==> src/axil_pkg.sv <==
/* axil_pkg: shared widths, AXI4-Lite channel structs, response codes
   and the opcode and state enums of the memory subsystem */
package axil_pkg;

   // bus geometry
   localparam int AXIL_DATA_W = 32;
   localparam int AXIL_ADDR_W = 16;
   localparam int AXIL_STRB_W = AXIL_DATA_W / 8;

   // host opcode, one bit
   typedef enum logic {
      OP_READ  = 1'b0,
      OP_WRITE = 1'b1
   } axil_op_e;

   // only the two codes this subsystem produces
   typedef enum logic [1:0] {
      RESP_OKAY   = 2'b00,
      RESP_SLVERR = 2'b10
   } axil_resp_e;

   // command FSM states
   typedef enum logic [1:0] {
      ST_IDLE  = 2'd0,
      ST_WRITE = 2'd1,
      ST_READ  = 2'd2,
      ST_DONE  = 2'd3
   } cmd_state_e;

   // host side command and response
   typedef struct packed {
      axil_op_e               op;
      logic [AXIL_ADDR_W-1:0] addr;
      logic [AXIL_DATA_W-1:0] data;
      logic [AXIL_STRB_W-1:0] strb;
   } host_cmd_t;

   typedef struct packed {
      axil_op_e               op;
      axil_resp_e             resp;
      logic [AXIL_DATA_W-1:0] data;
   } host_rsp_t;

   // AXI4-Lite payloads, valid/ready travel beside them
   typedef struct packed {
      logic [AXIL_ADDR_W-1:0] addr;
      logic [2:0]             prot;
   } axil_aw_t;

   typedef struct packed {
      logic [AXIL_DATA_W-1:0] data;
      logic [AXIL_STRB_W-1:0] strb;
   } axil_w_t;

   typedef struct packed {
      logic [AXIL_ADDR_W-1:0] addr;
      logic [2:0]             prot;
   } axil_ar_t;

   typedef struct packed {
      logic [AXIL_DATA_W-1:0] data;
      axil_resp_e             resp;
   } axil_r_t;

endpackage

==> src/axil_cmd_fsm.sv <==
/* axil_cmd_fsm: turns single host command strobes into one AXI4-Lite
   transaction each and returns a one-cycle host response */
`timescale 1ns/1ps

module axil_cmd_fsm
   import axil_pkg::*;
(
   input  logic       clk,
   input  logic       rst,

   // host side
   input  logic       cmd_valid,
   input  host_cmd_t  cmd,
   output logic       busy,
   output logic       rsp_valid,
   output host_rsp_t  rsp,

   // AXI4-Lite master side
   output logic       awvalid,
   input  logic       awready,
   output axil_aw_t   aw,
   output logic       wvalid,
   input  logic       wready,
   output axil_w_t    w,
   input  logic       bvalid,
   output logic       bready,
   input  axil_resp_e bresp,
   output logic       arvalid,
   input  logic       arready,
   output axil_ar_t   ar,
   input  logic       rvalid,
   output logic       rready,
   input  axil_r_t    r
);

   cmd_state_e state;
   cmd_state_e state_next;
   host_cmd_t  cmd_q;
   logic       accept;
   logic       acc_wr;
   logic       acc_rd;

   // transaction in flight only in the two bus states
   assign busy = (state == ST_WRITE) || (state == ST_READ);

   // ST_DONE also takes a command, so back-to-back strobes land in T+3
   assign accept = cmd_valid && !busy;
   assign acc_wr = accept && (cmd.op == OP_WRITE);
   assign acc_rd = accept && (cmd.op == OP_READ);

   assign rsp_valid = (state == ST_DONE);

   // responses are always taken
   assign bready = 1'b1;
   assign rready = 1'b1;

   // request payloads from the latched command, prot tied off
   assign aw = '{addr: cmd_q.addr, prot: 3'b000};
   assign w  = '{data: cmd_q.data, strb: cmd_q.strb};
   assign ar = '{addr: cmd_q.addr, prot: 3'b000};

   // next state
   always_comb begin
      state_next = state;
      case (state)
         ST_IDLE, ST_DONE: begin
            if (acc_wr) begin
               state_next = ST_WRITE;
            end else if (acc_rd) begin
               state_next = ST_READ;
            end else begin
               state_next = ST_IDLE;
            end
         end
         ST_WRITE: begin
            // B arrives with the readies from this slave
            if (bvalid) begin
               state_next = ST_DONE;
            end
         end
         ST_READ: begin
            if (rvalid) begin
               state_next = ST_DONE;
            end
         end
         default: state_next = ST_IDLE;
      endcase
   end

   always_ff @(posedge clk) begin
      if (rst) begin
         state <= ST_IDLE;
      end else begin
         state <= state_next;
      end
   end

   // request valids, each held until its own handshake
   always_ff @(posedge clk) begin
      if (rst) begin
         awvalid <= 1'b0;
         wvalid  <= 1'b0;
         arvalid <= 1'b0;
      end else begin
         if (acc_wr) begin
            awvalid <= 1'b1;
            wvalid  <= 1'b1;
         end else begin
            if (awvalid && awready) begin
               awvalid <= 1'b0;
            end
            if (wvalid && wready) begin
               wvalid <= 1'b0;
            end
         end
         if (acc_rd) begin
            arvalid <= 1'b1;
         end else if (arvalid && arready) begin
            arvalid <= 1'b0;
         end
      end
   end

   // command latch
   always_ff @(posedge clk) begin
      if (accept) begin
         cmd_q <= cmd;
      end
   end

   // capture B or R into the host response, writes return zero data
   always_ff @(posedge clk) begin
      if ((state == ST_WRITE) && bvalid) begin
         rsp <= '{op: OP_WRITE, resp: bresp, data: '0};
      end else if ((state == ST_READ) && rvalid) begin
         rsp <= '{op: OP_READ, resp: r.resp, data: r.data};
      end
   end

endmodule

==> config.mk <==
export PLATFORM = sky130hd
export DESIGN_NAME = axil_cmd_fsm
export DESIGN_NICKNAME = d
export VERILOG_FILES = /design/src/axil_pkg.sv /design/src/axil_cmd_fsm.sv
export SDC_FILE = /design/constraint.sdc
export NUM_CORES = 1
export LEC_CHECK = 0
export BUFFER_PORTS_ARGS = -buffer_cell sky130_fd_sc_hd__buf_2
export CAP_MARGIN = 25
export CORE_MARGIN = 1.5
export CORE_UTILIZATION = 41
export DETAILED_ROUTE_END_ITERATION = 10
export PLACE_DENSITY = 0.77
export SLEW_MARGIN = 10
export SYNTH_ARGS = -nofsm -noshare
export SYNTH_HDL_FRONTEND = slang
export SYNTH_SLANG_ARGS = --single-unit
==> constraint.sdc <==
create_clock -name clk -period 3.3 [get_ports clk]
set_input_delay 0.495 -clock clk [delete_from_list [all_inputs] [get_ports clk]]
set_output_delay 0.495 -clock clk [all_outputs]
set_load 0.05 [all_outputs]
Word-level counts from Yosys, hierarchy flattened

Index checks and enable logic that the tools add are counted.

$add $sub $neg: 0
Multipliers: 0
Div/mod/pow operators: 0
Order comparisons: 0
Equal/unequal tests: 5
Shifts and indexed selects: 0
Mux-type cells: 13
Bitwise logic cells: 1
Reductions and logical operators: 17

Operator list:

| cell                                                                  | count |
|---|---|
| 34-bit 2-to-1 mux                                                     | 2 |
| 1-bit logical AND                                                     | 8 |
| 2-bit 2-to-1 mux                                                      | 4 |
| 2-bit nonzero test                                                    | 4 |
| 1-bit 2-to-1 mux                                                      | 6 |
| 2-bit one-hot mux with 3 select lines                                 | 1 |
| 2-bit equality test, second input constant                            | 2 |
| 2-bit != test, second input constant                                  | 2 |
| 2-bit by 1-bit equality test with 1-bit output, second input constant | 1 |
| 2-bit zero test                                                       | 1 |
| 2-bit AND reduction                                                   | 1 |
| 2-bit OR reduction                                                    | 1 |
| 1-bit zero test                                                       | 1 |
| 1-bit logical OR                                                      | 1 |
| 1-bit inverter                                                        | 1 |

Bits in registers: 92
Latch bits: 0
Memory bits (writable): 0
ROM bits: 0
Bits of input ports: 97
Output and inout port bits: 116
Logic and storage cells: 46
Memories kept: 0

Logic depth before layout (Yosys ltp)

Depth after elaboration: 8
Depth in mapped cells: 6
Mapped depth without buffers: 5

Worst setup path after synthesis

Ideal clock, no wire load.

Path type: register to register
Start point: reg state[0]
End point: reg cmd_q, in the netlist ar[10] (enable)
Library setup time: 0.417 ns
Arrival time: 1.958 ns
Required time: 2.883 ns
Path slack: 0.925 ns
Stages on the path, launching flop included: 4
Buffers on the path: 0
Clock period less this slack: 2.375 ns
Cell sequence: dfxtp_1 > inv_1 > ha_1 > and2_1

Longest elaborated chain between the ends: 4
Elaborated cells on any way between the ends: 5
Those cells by class: eq/ne (2); reduce/logical (3)

Ends and longest elaborated chain:

| item                                                                                         | RTL line            | text |
|---|---|---|
| from (decl)                                                                                  | axil_cmd_fsm.sv:36  | `cmd_state_e state;` |
| from (signal assigned)                                                                       | axil_cmd_fsm.sv:94  | `state <= state_next;` |
| 2-bit by 1-bit equality test with 1-bit output / 2-bit equality test (equally long branches) | axil_cmd_fsm.sv:44  | `assign busy = (state == ST_WRITE) \|\| (state == ST_READ);` |
| 1-bit logical OR *                                                                           | axil_cmd_fsm.sv:44  |  |
| 1-bit zero test *                                                                            | axil_cmd_fsm.sv:47  | `assign accept = cmd_valid && !busy;` |
| 1-bit logical AND *                                                                          | axil_cmd_fsm.sv:47  |  |
| to (signal assigned)                                                                         | axil_cmd_fsm.sv:127 | `cmd_q <= cmd;` |
| to (decl)                                                                                    | axil_cmd_fsm.sv:38  | `host_cmd_t cmd_q;` |

Every way passes the cells marked *; elsewhere a longest branch is shown, timed or not.
A chain may end at the register's enable or synchronous reset.

Final worst setup path

Start point: reg state[0]
End point: reg cmd_q, in the netlist w[6] (enable)

Same word-level chain as after synthesis.

==> flow_summary.json <==
{
  "clock_latency_ps": 350,
  "drtAntennaViolNets": 0,
  "synth_area_leaders": "edfxtp_1 (52%), dfxtp_1 (25%), a22o_1 (9.3%)",
  "r2r-end": "w[6]",
  "finalNetCount": 481,
  "rows": 31,
  "r2r_slack_ps": 1320,
  "dieArea_sq_mm": 0.00809,
  "finalSetupViolations": 0,
  "finalCoreUtilization_pct": 58.2,
  "post_drt_wl_per_cell_um": 14.5,
  "setup.worst_path.start": "state[0]",
  "netlist_instances": 187,
  "synth_cell_types": 16,
  "grt-ovfl-total": 0,
  "start_kind": "register",
  "num_antenna_cells": 0,
  "core_area_sq_mm": 0.00729,
  "hold_viol": 0,
  "antenna_found_initial": 0,
  "ios": 213,
  "multi_input_area_sq_um": 508,
  "place.gp.congestion": 0.750,
  "ctsResizeCount": 0,
  "synth_seq_cells": 92,
  "setup_slack_ps": 1320,
  "status": "finished, final reports clean",
  "via_per_inst": 4.56,
  "cts.path.max_buffers": 2,
  "power.density_mw_per_mm2": 1230,
  "end_kind": "register",
  "cts_max_level": 3,
  "crit_family": "simple AND/OR/NAND/NOR gates",
  "peakVddDrop_mv": 0.589,
  "cts_setup_buffers": 0,
  "die_x_um": 90.0,
  "dp.cells": 469,
  "final_max_slew_viol_count": 0,
  "portBuffers": 204,
  "fin_crit_ps": 1980,
  "fin_cells": 485,
  "syn_area_per_cell_sq_um": 16.6,
  "worstPathCellList": "inv_1 -> ha_1 -> and2_2 -> buf_4",
  "grt_pass1_vias": 2035,
  "cts_hold_buf": 0,
  "hold_path_class": "in2reg",
  "yosysWarnings": 0,
  "reg2regPathDepth": 4,
  "wl_mm": 7.03,
  "drv_cap": 0,
  "drt_first_pass_iters": 4,
  "areaGrowthSynthToFinish_pct": 36.8,
  "die_height_um": 90.0,
  "clk_pin_slew_ps": 90,
  "crit_fanout": 31,
  "post-route-period-util_pct": 60.0,
  "yosysSeqAreaShare_pct": 76.8,
  "seq_area_sq_mm": 0.00238,
  "critPathMaxStageDelay_ps": 580,
  "cp.arrival_ps": 2020,
  "rsz0062_at_grt": "false",
  "min_path_cells": 1,
  "grt_util_all_layers_pct": 17.0,
  "grt_max_degree": 35,
  "synth_top_cell_area_share_pct": 52.3,
  "dp_slack_ps": 1330,
  "cts_tree": "yes",
  "drc": 0,
  "min_to": "ar[13]",
  "critPathKind": "reg2reg",
  "fin_skew_ps": 14.2,
  "dp.final_hpwl_mm": 5.36,
  "synthesis.area_sq_mm": 0.00310,
  "fmax_ghz": 0.505,
  "crit_path_top_delay_cell": "and2_2",
  "worst_pin_slew_ps": 845,
  "start_util_pct": 42.5,
  "hold_path_startpoint": "cmd[46]",
  "cp_num_buf_inv": 2,
  "cts.sinks": 92,
  "fill_cells": 629,
  "cts_root_buf": "clkbuf_8",
  "synth_largest_area_cell": "edfxtp_1",
  "hold-worst-slack_ps": 319,
  "grt_pass1_wl_mm": 10.3,
  "drt_iter0_markers": 56,
  "max_slew_margin_pct": 43.5,
  "tns_ps": 0,
  "vias": 2213,
  "r2r_start": "state[0]",
  "cp.required_ps": 3340,
  "leakage_uw": 0.00201,
  "drive_gt1_share_pct": 58.0,
  "numCtsBuffers": 9
}
==> registers in the layout (all words and copies together) (netlist names) <==
signal,count
state,2
wvalid,1
rsp,35
arvalid,1
ar,16
awvalid,1
w,36
==> power breakdown <==
part	internal, uW	switching [uW]	total [uW]
logic	557	2130	2680
clock network	274	371	644
registers	1700	177	1880
total	2530	2670	5200
==> through the flow <==
stage | power (uW) | cell area [sq um]
2_1_floorplan | 4070 | 3120
3_3_place_gp | 4550 | 4080
3_5_place_dp | 4590 | 4080
4_1_cts | 5250 | 4240
5_1_grt | 5410 | 4240
6_report | 5200 | 4240
==> cell type report <==
| class | count | area share, % |
|---|---|---|
| Sequential cell | 92 | 56.1 |
| Timing Repair Buffer | 207 | 24.6 |
| Multi-Input combinational cell | 66 | 12.0 |
| Clock buffer | 10 | 3.01 |
| Tap cell | 99 | 2.92 |
| Clock inverter | 6 | 0.914 |
| Inverter | 5 | 0.442 |
==> worst max-delay path by stage <==
stage | end | slack (ps) | cells past startpoint
6_report | w[6] | 1320 | 4
3_3_place_gp | w[2] | 1380 | 4
4_1_cts | w[20] | 1300 | 4
2_1_floorplan | ar[10] | 930 | 3
5_1_grt | w[10] | 1180 | 4
3_5_place_dp | w[34] | 1330 | 4
==> Yosys cell counts (all sizes together) <==
cell type,n
a21oi,8
a22o,33
a22oi,1
a311oi,2
a32o,2
and2,1
buf,30
conb,2
dfxtp,38
edfxtp,54
ha,3
inv,5
nand2,3
nand2b,5
==> logic make-up (layout without fill, tap and decap cells) <==
group,after synthesis,in the layout,share of synthesized area (%)
adders and majority gates,3,3,1.21
AOI/OAI and AO/OA,46,46,12.6
other,2,8,0.242
DFF,92,92,76.8
and+or+nand+nor,9,9,1.57
buffers and inverters,35,228,7.55
==> per-layer routing <==
layer,track usage (%),vias up,wire (um)
li1,-,1052,-
met3,6.35,5,796
met2,30.0,146,3570
met1,18.6,1010,2600
met4,6.35,0,60
met5,0,-,0
==> layout by cell type, fill, tap and decap left out <==
cell type,count
clkinvlp_2,1
edfxtp_1,54
ha_1,3
and2_2,1
clkbuf_1,1
clkinv_2,1
a32o_1,2
clkinv_1,1
a22oi_2,1
dfxtp_1,38
a311oi_1,2
nand2_1,3
conb_1,8
inv_1,5
nand2b_1,5
a21oi_1,7
a21oi_4,1
inv_6,2
a22o_1,33
buf_2,204
clkbuf_8,9
buf_4,3
clkinvlp_4,1
(Power assumes the default switching activity.)
