--- src/axil_pkg.sv ---
/* axil_pkg: shared widths, AXI4-Lite channel structs, response codes
   and the opcode and state enums of the memory subsystem */
package axil_pkg;

   // bus geometry
   localparam int AXIL_DATA_W = 32;
   localparam int AXIL_ADDR_W = 16;
   localparam int AXIL_STRB_W = AXIL_DATA_W / 8;

   // host opcode, one bit
   typedef enum logic {
      OP_READ  = 1'b0,
      OP_WRITE = 1'b1
   } axil_op_e;

   // only the two codes this subsystem produces
   typedef enum logic [1:0] {
      RESP_OKAY   = 2'b00,
      RESP_SLVERR = 2'b10
   } axil_resp_e;

   // command FSM states
   typedef enum logic [1:0] {
      ST_IDLE  = 2'd0,
      ST_WRITE = 2'd1,
      ST_READ  = 2'd2,
      ST_DONE  = 2'd3
   } cmd_state_e;

   // host side command and response
   typedef struct packed {
      axil_op_e               op;
      logic [AXIL_ADDR_W-1:0] addr;
      logic [AXIL_DATA_W-1:0] data;
      logic [AXIL_STRB_W-1:0] strb;
   } host_cmd_t;

   typedef struct packed {
      axil_op_e               op;
      axil_resp_e             resp;
      logic [AXIL_DATA_W-1:0] data;
   } host_rsp_t;

   // AXI4-Lite payloads, valid/ready travel beside them
   typedef struct packed {
      logic [AXIL_ADDR_W-1:0] addr;
      logic [2:0]             prot;
   } axil_aw_t;

   typedef struct packed {
      logic [AXIL_DATA_W-1:0] data;
      logic [AXIL_STRB_W-1:0] strb;
   } axil_w_t;

   typedef struct packed {
      logic [AXIL_ADDR_W-1:0] addr;
      logic [2:0]             prot;
   } axil_ar_t;

   typedef struct packed {
      logic [AXIL_DATA_W-1:0] data;
      axil_resp_e             resp;
   } axil_r_t;

endpackage

--- src/axil_txn_counter.sv ---
/* axil_txn_counter: saturating tallies of completed reads, writes
   and error responses */
`timescale 1ns/1ps

module axil_txn_counter
   import axil_pkg::*;
#(
   parameter int CNT_W = 16
) (
   input  logic             clk,
   input  logic             rst,
   input  logic             rsp_valid,
   input  axil_op_e         op,
   input  logic             err,
   output logic [CNT_W-1:0] rd_count,
   output logic [CNT_W-1:0] wr_count,
   output logic [CNT_W-1:0] err_count
);

   // stick at all ones
   function automatic logic [CNT_W-1:0] sat_inc(input logic [CNT_W-1:0] v);
      return (&v) ? v : v + 1'b1;
   endfunction

   always_ff @(posedge clk) begin
      if (rst) begin
         rd_count  <= '0;
         wr_count  <= '0;
         err_count <= '0;
      end else if (rsp_valid) begin
         // one response per strobe
         if (op == OP_READ) begin
            rd_count <= sat_inc(rd_count);
         end else begin
            wr_count <= sat_inc(wr_count);
         end
         if (err) begin
            err_count <= sat_inc(err_count);
         end
      end
   end

endmodule

--- config.mk ---
export PLATFORM = sky130hd
export DESIGN_NAME = axil_txn_counter
export DESIGN_NICKNAME = d
export VERILOG_FILES = /design/src/axil_pkg.sv /design/src/axil_txn_counter.sv
export SDC_FILE = /design/constraint.sdc
export NUM_CORES = 1
export LEC_CHECK = 0
export ABC_AREA = 1
export BUFFER_PORTS_ARGS = -buffer_cell sky130_fd_sc_hd__buf_2
export CAP_MARGIN = 20
export CORE_AREA = 2 2 83 85
export CTS_CLUSTER_DIAMETER = 30
export DETAILED_ROUTE_END_ITERATION = 6
export DIE_AREA = 0 0 85 87
export PLACE_DENSITY_LB_ADDON = 0.1
export RECOVER_POWER = 100
export SYNTH_ARGS = -nofsm -noshare
export SYNTH_HDL_FRONTEND = slang
export SYNTH_SLANG_ARGS = --single-unit
--- constraint.sdc ---
create_clock -name clk -period 2 [get_ports clk]
set_clock_uncertainty 0.1 [all_clocks]
set_input_delay 0.4 -clock clk [delete_from_list [all_inputs] [get_ports clk]]
set_output_delay 0.4 -clock clk [all_outputs]
set_load 0.02 [all_outputs]
After elaboration in Yosys (flattened, before gate mapping) --
Cells that the tools add are included.
Cells by class: $add $sub $neg 3, bitwise operators 4, reductions and logical operators 6
Operators with widths (count):
- $add 16x1->16 const B | 3
- $reduce_and 16->1 | 3
- $reduce_and 3->1 | 3
- $not 1->1 | 4
Word-level totals: register bits after elaboration 48, input port bits 5, output and inout bits 48, word-level logic and storage cells 16

Logic depth before layout (Yosys ltp) --
Gate-level depths: netlist of run 1.
depth after elaboration 3, depth in mapped cells 10, depth with buffers taken out 10

Least setup slack after synthesis of run 1 --
OpenSTA, ideal clock, no wires.
kind reg2reg, start register wr_count[0], end register wr_count[13], library setup time 0.115 ns, arrival 1.481 ns, data required time 1.785 ns, setup slack 0.303 ns, stages on the path, launching flop included 10, buffers on the path 1, clock period less this slack 1.697 ns, cells stage by stage dfxtp_1 ha_1 nand2_2 nor2_2 nand2_2 nor2_2 nor2_2 buf_6 a21oi_1 nor2_1
Between the ends: word-level cells in the longest chain between the ends 3, elaborated cells on any way between the ends 4, classes of those cells add/sub (1); bitwise (1); reduce/logical (2)
RTL lines:
- start: declaration | RTL line axil_txn_counter.sv:16 | output logic [CNT_W-1:0] wr_count,
- start signal: assignment | RTL line axil_txn_counter.sv:35 | wr_count <= sat_inc(wr_count);
- branches (longest 3 deep; another with $add 16x1->16)
Parallel ways; which one is timed is not known. A chain may end at the register's enable or synchronous reset.

Final worst setup path of run 1 --
start register err_count[0], end register err_count[2]
Between the ends: word-level cells in the longest chain between the ends 3, elaborated cells on any way between the ends 4, classes of those cells add/sub (1); bitwise (1); reduce/logical (2)
RTL lines:
- start: declaration | RTL line axil_txn_counter.sv:17 | output logic [CNT_W-1:0] err_count
- start signal: assignment | RTL line axil_txn_counter.sv:38 | err_count <= sat_inc(err_count);
- branches (longest 3 deep; another with $add 16x1->16)
Parallel ways; which one is timed is not known.

==> results.py, run 1 <==
metrics = {
    "pwr": {
        "leakagePower_nw": 1.48,
        "design_power_total_mw": 1.71,
        "ir_worst_vdd_uv": 214,
        "cellPowerDensity_nw_per_um2": 516,
    },
    "finish": {
        "fillCellCount": 748,
        "syn_to_final_growth_pct": 10.2,
        "final_area_um2": 3310,
        "multi_input_area_um2": 1630,
        "n_antenna_cell": 0,
        "seq_area_um2": 961,
        "instances_no_fill": 641,
        "drive_above_1_share_pct": 5.17,
        "nets": 571,
    },
    "worst_setup_path": {
        "worstPathArrival_ps": 1880,
        "crit_required_ps": 2100,
        "start_kind": "flop",
        "worst_setup_path_end_kind": "flop",
        "path_class": "reg -> reg",
        "crit_fanout": 10,
    },
    "timing": {
        "slew_viol_final": 0,
        "setup_tns_ps": 0,
        "relSlewSlack_pct": 68.4,
        "setup_viol": 0,
        "layout_min_cycle_time_ps": 1780,
        "fin_ws_ps": 223,
        "post-route-period-util_pct": 88.8,
        "worst_pin_slew_ps": 474,
        "rsz0062_at_grt": "no",
        "hold_violations": 0,
        "fmax_ghz": 0.563,
    },
    "die": {
        "initial_utilization_pct": 45.8,
        "rows": 30,
        "io_pins": 53,
        "core_um2": 6570,
        "die_y_um": 87,
        "die-area_um2": 7400,
        "die_w_um": 85,
    },
    "synthesis": {
        "syn_area_per_cell_um2": 5.87,
        "synth_seq_cells": 48,
        "synth_warnings": 0,
        "ys_seq_area_share_pct": 32.0,
        "yosysUniqueCellTypes": 22,
        "syn_area_um2": 3010,
        "syn-num-nets": 520,
        "synth_cells": 512,
    },
    "grt": {
        "gr-total-overflow": 0,
        "grt_antenna_before_repair": 0,
        "first_global_vias": 2656,
        "grt_pass1_wl_um": 11900,
        "grt_max_degree": 48,
        "track_usage_pct": 19.5,
    },
    "clocking": {
        "cts_tree": "done",
        "cts.clk_slew.worst_paths_ps": 80,
        "cts_buffer_depth": 2,
        "cts_sinks": 48,
        "clockRootBuffer": "clkbuf_8",
        "clkLatencyLatePin_ps": 300,
        "h-tree-depth": 2,
        "cts_buffers": 5,
        "cts_setup_buffers": 0,
    },
    "routing": {
        "avgRoutedWirePerCell_um": 10.9,
        "firstDrtPassIters": 5,
        "routed_wl_um": 6970,
        "via_count": 3055,
        "route.detailed.drc": 0,
        "first_iter_violations": 132,
        "ant_nets": 0,
        "vias_per_cell": 4.77,
    },
    "placed_design": {
        "place_ws_ps": 96.6,
        "placedCellCount": 636,
        "gp_congestion": 0.855,
        "dp_hpwl_um": 5000,
        "placed_cell_area_um2": 3320,
        "io_buffers": 52,
    },
    "hold_path": {
        "hp-class": "in -> reg",
    },
    "run_status": {
        "status": "finished, final reports clean",
    },
    "job": {
        "drv_cap": 0,
    },
}
power breakdown:
part	total [mW]	switching (mW)	internal, mW	leakage [nW]
logic	0.175	0.122	0.0527	1.06
registers	0.997	0.0243	0.973	0.389
clock network	0.538	0.312	0.226	0.0359
Yosys cell counts (all sizes together):
master / instances / area (µm²)
nand2: 151 / 592
nor3: 7 / 35.0
inv: 84 / 315
o21ai: 2 / 10.0
ha: 3 / 37.5
buf: 10 / 81.3
dfxtp: 48 / 961
nor2: 123 / 489
a21oi: 12 / 60.1
nand4: 8 / 50.1
clkbuf: 2 / 7.51
xor2: 7 / 61.3
nand3: 55 / 305
cell families after synthesis:
kind of cell / after synthesis / synth area share (%)
AND/OR/NAND/NOR: 344 / 49.0
buffers and inverters: 96 / 13.4
AO/OA/AOI/OAI: 14 / 2.33
XOR/XNOR: 7 / 2.04
adder cells (fa/ha/maj): 3 / 1.25
flip-flops: 48 / 32.0
what timing repair did:
| item | CTS | global route |
|---|---|---|
| hold endpoints to repair | 0 | 0 |
| hold buffers | 0 | 0 |
| resized for setup | 0 | 2 |
| setup endpoints to repair | 0 | 18 |
path summary, 6_finish.rpt:
path,from,endpoint,slack [ps],depth (start not counted)
min reg2reg,err_count[14],err_count[14],440,2
max,err_count[0],err_count[2],220,10
max reg2reg,err_count[0],err_count[2],220,10
min,rst,wr_count[5],170,2
registers in the layout (all words and copies together) (netlist names):
signal / count
err_count: 16
rd_count: 16
wr_count: 16
area by class of cell:
class / instances / area share, %
Timing Repair Buffer: 56 / 7.11
Tap cell: 80 / 3.02
Inverter: 84 / 9.52
Clock buffer: 5 / 2.08
Sequential cell: 48 / 29.0
Multi-Input combinational cell: 368 / 49.2
routing by layer:
| layer | global-route usage, % | vias to the layer above | wire length, µm |
|---|---|---|---|
| li1 | - | 1650 | - |
| met1 | 26.1 | 1322 | 3320 |
| met2 | 32.2 | 75 | 3160 |
| met3 | 3.51 | 8 | 397 |
| met4 | 5.92 | 0 | 90 |
| met5 | 0 | - | 0 |
per-stage QoR:
stage	hold WS (ps)	util [%]
floorplan	372	-
global route	175	50.4
CTS	159	51.6
global placement	422	50.5
finish	172	50.4
detailed placement	425	50.5
worst max-delay path, cell delays in order, from the launching register on:
cell and delay, ps:
dfxtp_1 400, ha_1 210, nand2_1 100, nor2_4 150, nand2_1 100, inv_1 120, nand2_2 170, nand3_2 170
nand2_1 60, nand2_1 60, nor2_1 40
layout by cell type (no fill, tap or decap):
master,count
inv_1,83
buf_4,1
a21oi_1,12
nand4_1,8
nor3_1,7
nand3_1,49
nand2_1,147
o21ai_0,2
ha_1,3
xor2_1,7
clkbuf_1,50
nand2_2,4
nor2_2,4
clkbuf_8,5
nand3_2,6
nor2_4,3
dfxtp_1,48
buf_12,1
nor2_1,116
buf_2,4
inv_2,1
Note: power is estimated with default switching activity, not from simulation.
==> run 2: changes to the inputs <==
- ABC_AREA: 1 -> 0
- CORE_AREA: 2 2 83 85 -> 2 2 76 78
- DIE_AREA: 0 0 85 87 -> 0 0 78 80
- GPL_ROUTABILITY_DRIVEN: default -> 0
==> results.py, run 2 <==
metrics = {
    "run_status": {
        "status": "finished, final reports clean",
    },
    "worst_setup_path": {
        "startpoint": "wr_count[0]",
        "r2r_start": "wr_count[0]",
        "ff2ff_setup_slack_ps": 150,
        "worst_setup_path_end_kind": "flop",
        "worstSetupEndpoint": "wr_count[14]",
        "crit_required_ps": 2090,
        "path_class": "reg -> reg",
        "r2r-end": "wr_count[14]",
        "start_kind": "flop",
        "crit_fanout": 5,
        "worstPathArrival_ps": 1940,
        "reg2reg_depth": 5,
    },
    "clocking": {
        "clkLatencyLatePin_ps": 300,
        "cts_sinks": 48,
        "cts.clk_slew.worst_paths_ps": 90,
        "postCtsHoldBufs": 0,
        "cts_tree": "done",
        "h-tree-depth": 2,
        "cts_buffer_depth": 2,
        "cts_buffers": 5,
        "clockRootBuffer": "clkbuf_8",
    },
    "synthesis": {
        "syn_area_um2": 2470,
        "ys.flop_type": "dfxtp_1",
        "ys_seq_area_share_pct": 38.8,
        "yosys.area.top_type": "dfxtp_1",
        "yosys-top-cells-area": "dfxtp_1 (39%), a21oi_1 (5.3%), or4_1 (4.2%)",
        "async_flop_share_pct": 0,
        "synth_warnings": 0,
        "yosysUniqueCellTypes": 51,
        "synth_cells": 292,
        "yosysTopAreaCellShare_pct": 38.8,
        "synth_seq_cells": 48,
        "synth-edff-count": 0,
        "syn_area_per_cell_um2": 8.48,
        "syn-num-nets": 300,
        "synth_common_cells": "dfxtp_1 (48), a21oi_1 (26), nand2_1 (20)",
        "synth.most_common_cell": "dfxtp_1",
    },
    "die": {
        "die-area_um2": 6240,
        "rows": 27,
        "die_y_um": 80,
        "die_w_um": 78,
        "initial_utilization_pct": 45.8,
        "io_pins": 53,
        "core_um2": 5410,
    },
    "timing": {
        "fmax_ghz": 0.542,
        "holdWs_ps": 342,
        "worst_pin_slew_ps": 486,
        "setup_tns_ps": 0,
        "layout_min_cycle_time_ps": 1850,
        "setup_viol": 0,
        "relSlewSlack_pct": 67.6,
        "rsz0062_at_grt": "no",
        "post-route-period-util_pct": 92.3,
        "hold_violations": 0,
        "slew_viol_final": 0,
    },
    "finish": {
        "drive_above_1_share_pct": 15.0,
        "n_antenna_cell": 0,
        "mostFrequentLayoutCells": "clkbuf_1 (50), dfxtp_1 (48), a21oi_1 (26), buf_4 (22), nand2_1 (20)",
        "syn_to_final_growth_pct": 23.2,
        "fillCellCount": 567,
        "reg.largest.list": "err_count x16, rd_count x16, wr_count x16",
        "nets": 374,
        "final_common_cell": "clkbuf_1",
        "instances_no_fill": 439,
    },
    "routing": {
        "route.detailed.drc": 0,
        "firstDrtPassIters": 4,
        "via_count": 2522,
        "avgRoutedWirePerCell_um": 14.1,
        "ant_nets": 0,
        "vias_per_cell": 5.74,
        "first_iter_violations": 124,
        "routed_wl_um": 6200,
    },
    "grt": {
        "gr-total-overflow": 0,
        "first_global_vias": 2243,
        "grt_pass1_wl_um": 10500,
        "track_usage_pct": 20.8,
        "grt_max_degree": 20,
        "grt_antenna_before_repair": 0,
    },
    "pwr": {
        "switching_share_pct": 21.8,
        "seqPwrFrac_pct": 52.7,
        "p_comb_share_pct": 5.9,
        "design_power_total_mw": 1.85,
        "ir_worst_vdd_uv": 426,
        "power_switching_mw": 0.403,
        "clkPwrFrac_pct": 41.4,
        "p_int_mw": 1.45,
        "cellPowerDensity_nw_per_um2": 608,
        "leakagePower_nw": 1.02,
    },
    "placed_design": {
        "io_buffers": 52,
        "placedCellCount": 431,
        "dp_hpwl_um": 4540,
    },
    "hold_path": {
        "hp-class": "in -> reg",
        "hold_start": "rst",
    },
    "job": {
        "drv_cap": 0,
    },
}
-- run 2: final cells by class --
| class | count | area [µm²] | area share (%) |
|---|---|---|---|
| Timing Repair Buffer | 79 | 403 | 13.2 |
| Sequential cell | 48 | 961 | 31.5 |
| Multi-Input combinational cell | 223 | 1430 | 47.0 |
| Tap cell | 72 | 90.1 | 2.96 |
| Clock buffer | 7 | 96.3 | 3.16 |
| Inverter | 9 | 33.8 | 1.11 |
| Clock inverter | 1 | 30.0 | 0.985 |
-- run 2: worst min path at each step --
stage                    to  slack [ps]  cells after the start
5_1_grt        wr_count[10]         350                      2
3_5_place_dp   rd_count[15]         390                      2
3_3_place_gp   rd_count[15]         390                      2
2_1_floorplan  rd_count[15]         460                      2
6_report       wr_count[10]         340                      2
4_1_cts        wr_count[10]         340                      2
-- run 2: stage by stage --
step	util (%)	cell area, µm²	setup WS, ps
after detailed placement	55.1	2980	64.8
after CTS	57.4	3100	77.4
after global routing	56.4	3050	12.5
after floorplan	-	2470	27.9
final	56.4	3050	154
after global placement	55.1	2980	94.0
-- run 2: timing repair --
| action | in CTS | in global routing |
|---|---|---|
| setup buffers | 0 | 0 |
| gates resized for setup | 0 | 6 |
| endpoints found under the setup margin | 0 | 11 |
-- run 2: logic make-up after synthesis --
| family | share of synthesized area [%] |
|---|---|
| adder cells (fa/ha/maj) | 1.52 |
| AO/OA/AOI/OAI | 20.2 |
| multiplexers | 3.94 |
| flip-flops | 38.8 |
| XOR/XNOR | 0.708 |
| buffers and inverters | 3.89 |
| AND/OR/NAND/NOR | 30.9 |
-- run 2: routing by layer --
metal  GRT usage [%]  vias up  part of all wire, %
met5               0        -                    0
met4            7.54        0                  1.5
met3            4.52        8                  4.4
met2            32.0       62                   44
met1            28.7     1177                   50
li1                -     1275                    -
-- run 2: critical path, stage by stage (launching register included) --
cell and delay (ps):
dfxtp_1 400, ha_1 240, and3_1 200, nand2_1 140, or4_1 520, o211a_1 130
-- run 2: power by group through the flow --
| stage | sequential (mW) | combinational (mW) | clock, mW |
|---|---|---|---|
| 4_1_cts | 0.975 | 0.113 | 0.792 |
| 2_1_floorplan | 1.01 | 0.0539 | 0 |
| 3_5_place_dp | 0.998 | 0.113 | 0 |
| 5_1_grt | 0.978 | 0.122 | 0.828 |
| 3_3_place_gp | 0.998 | 0.111 | 0 |
| 6_report | 0.976 | 0.110 | 0.766 |
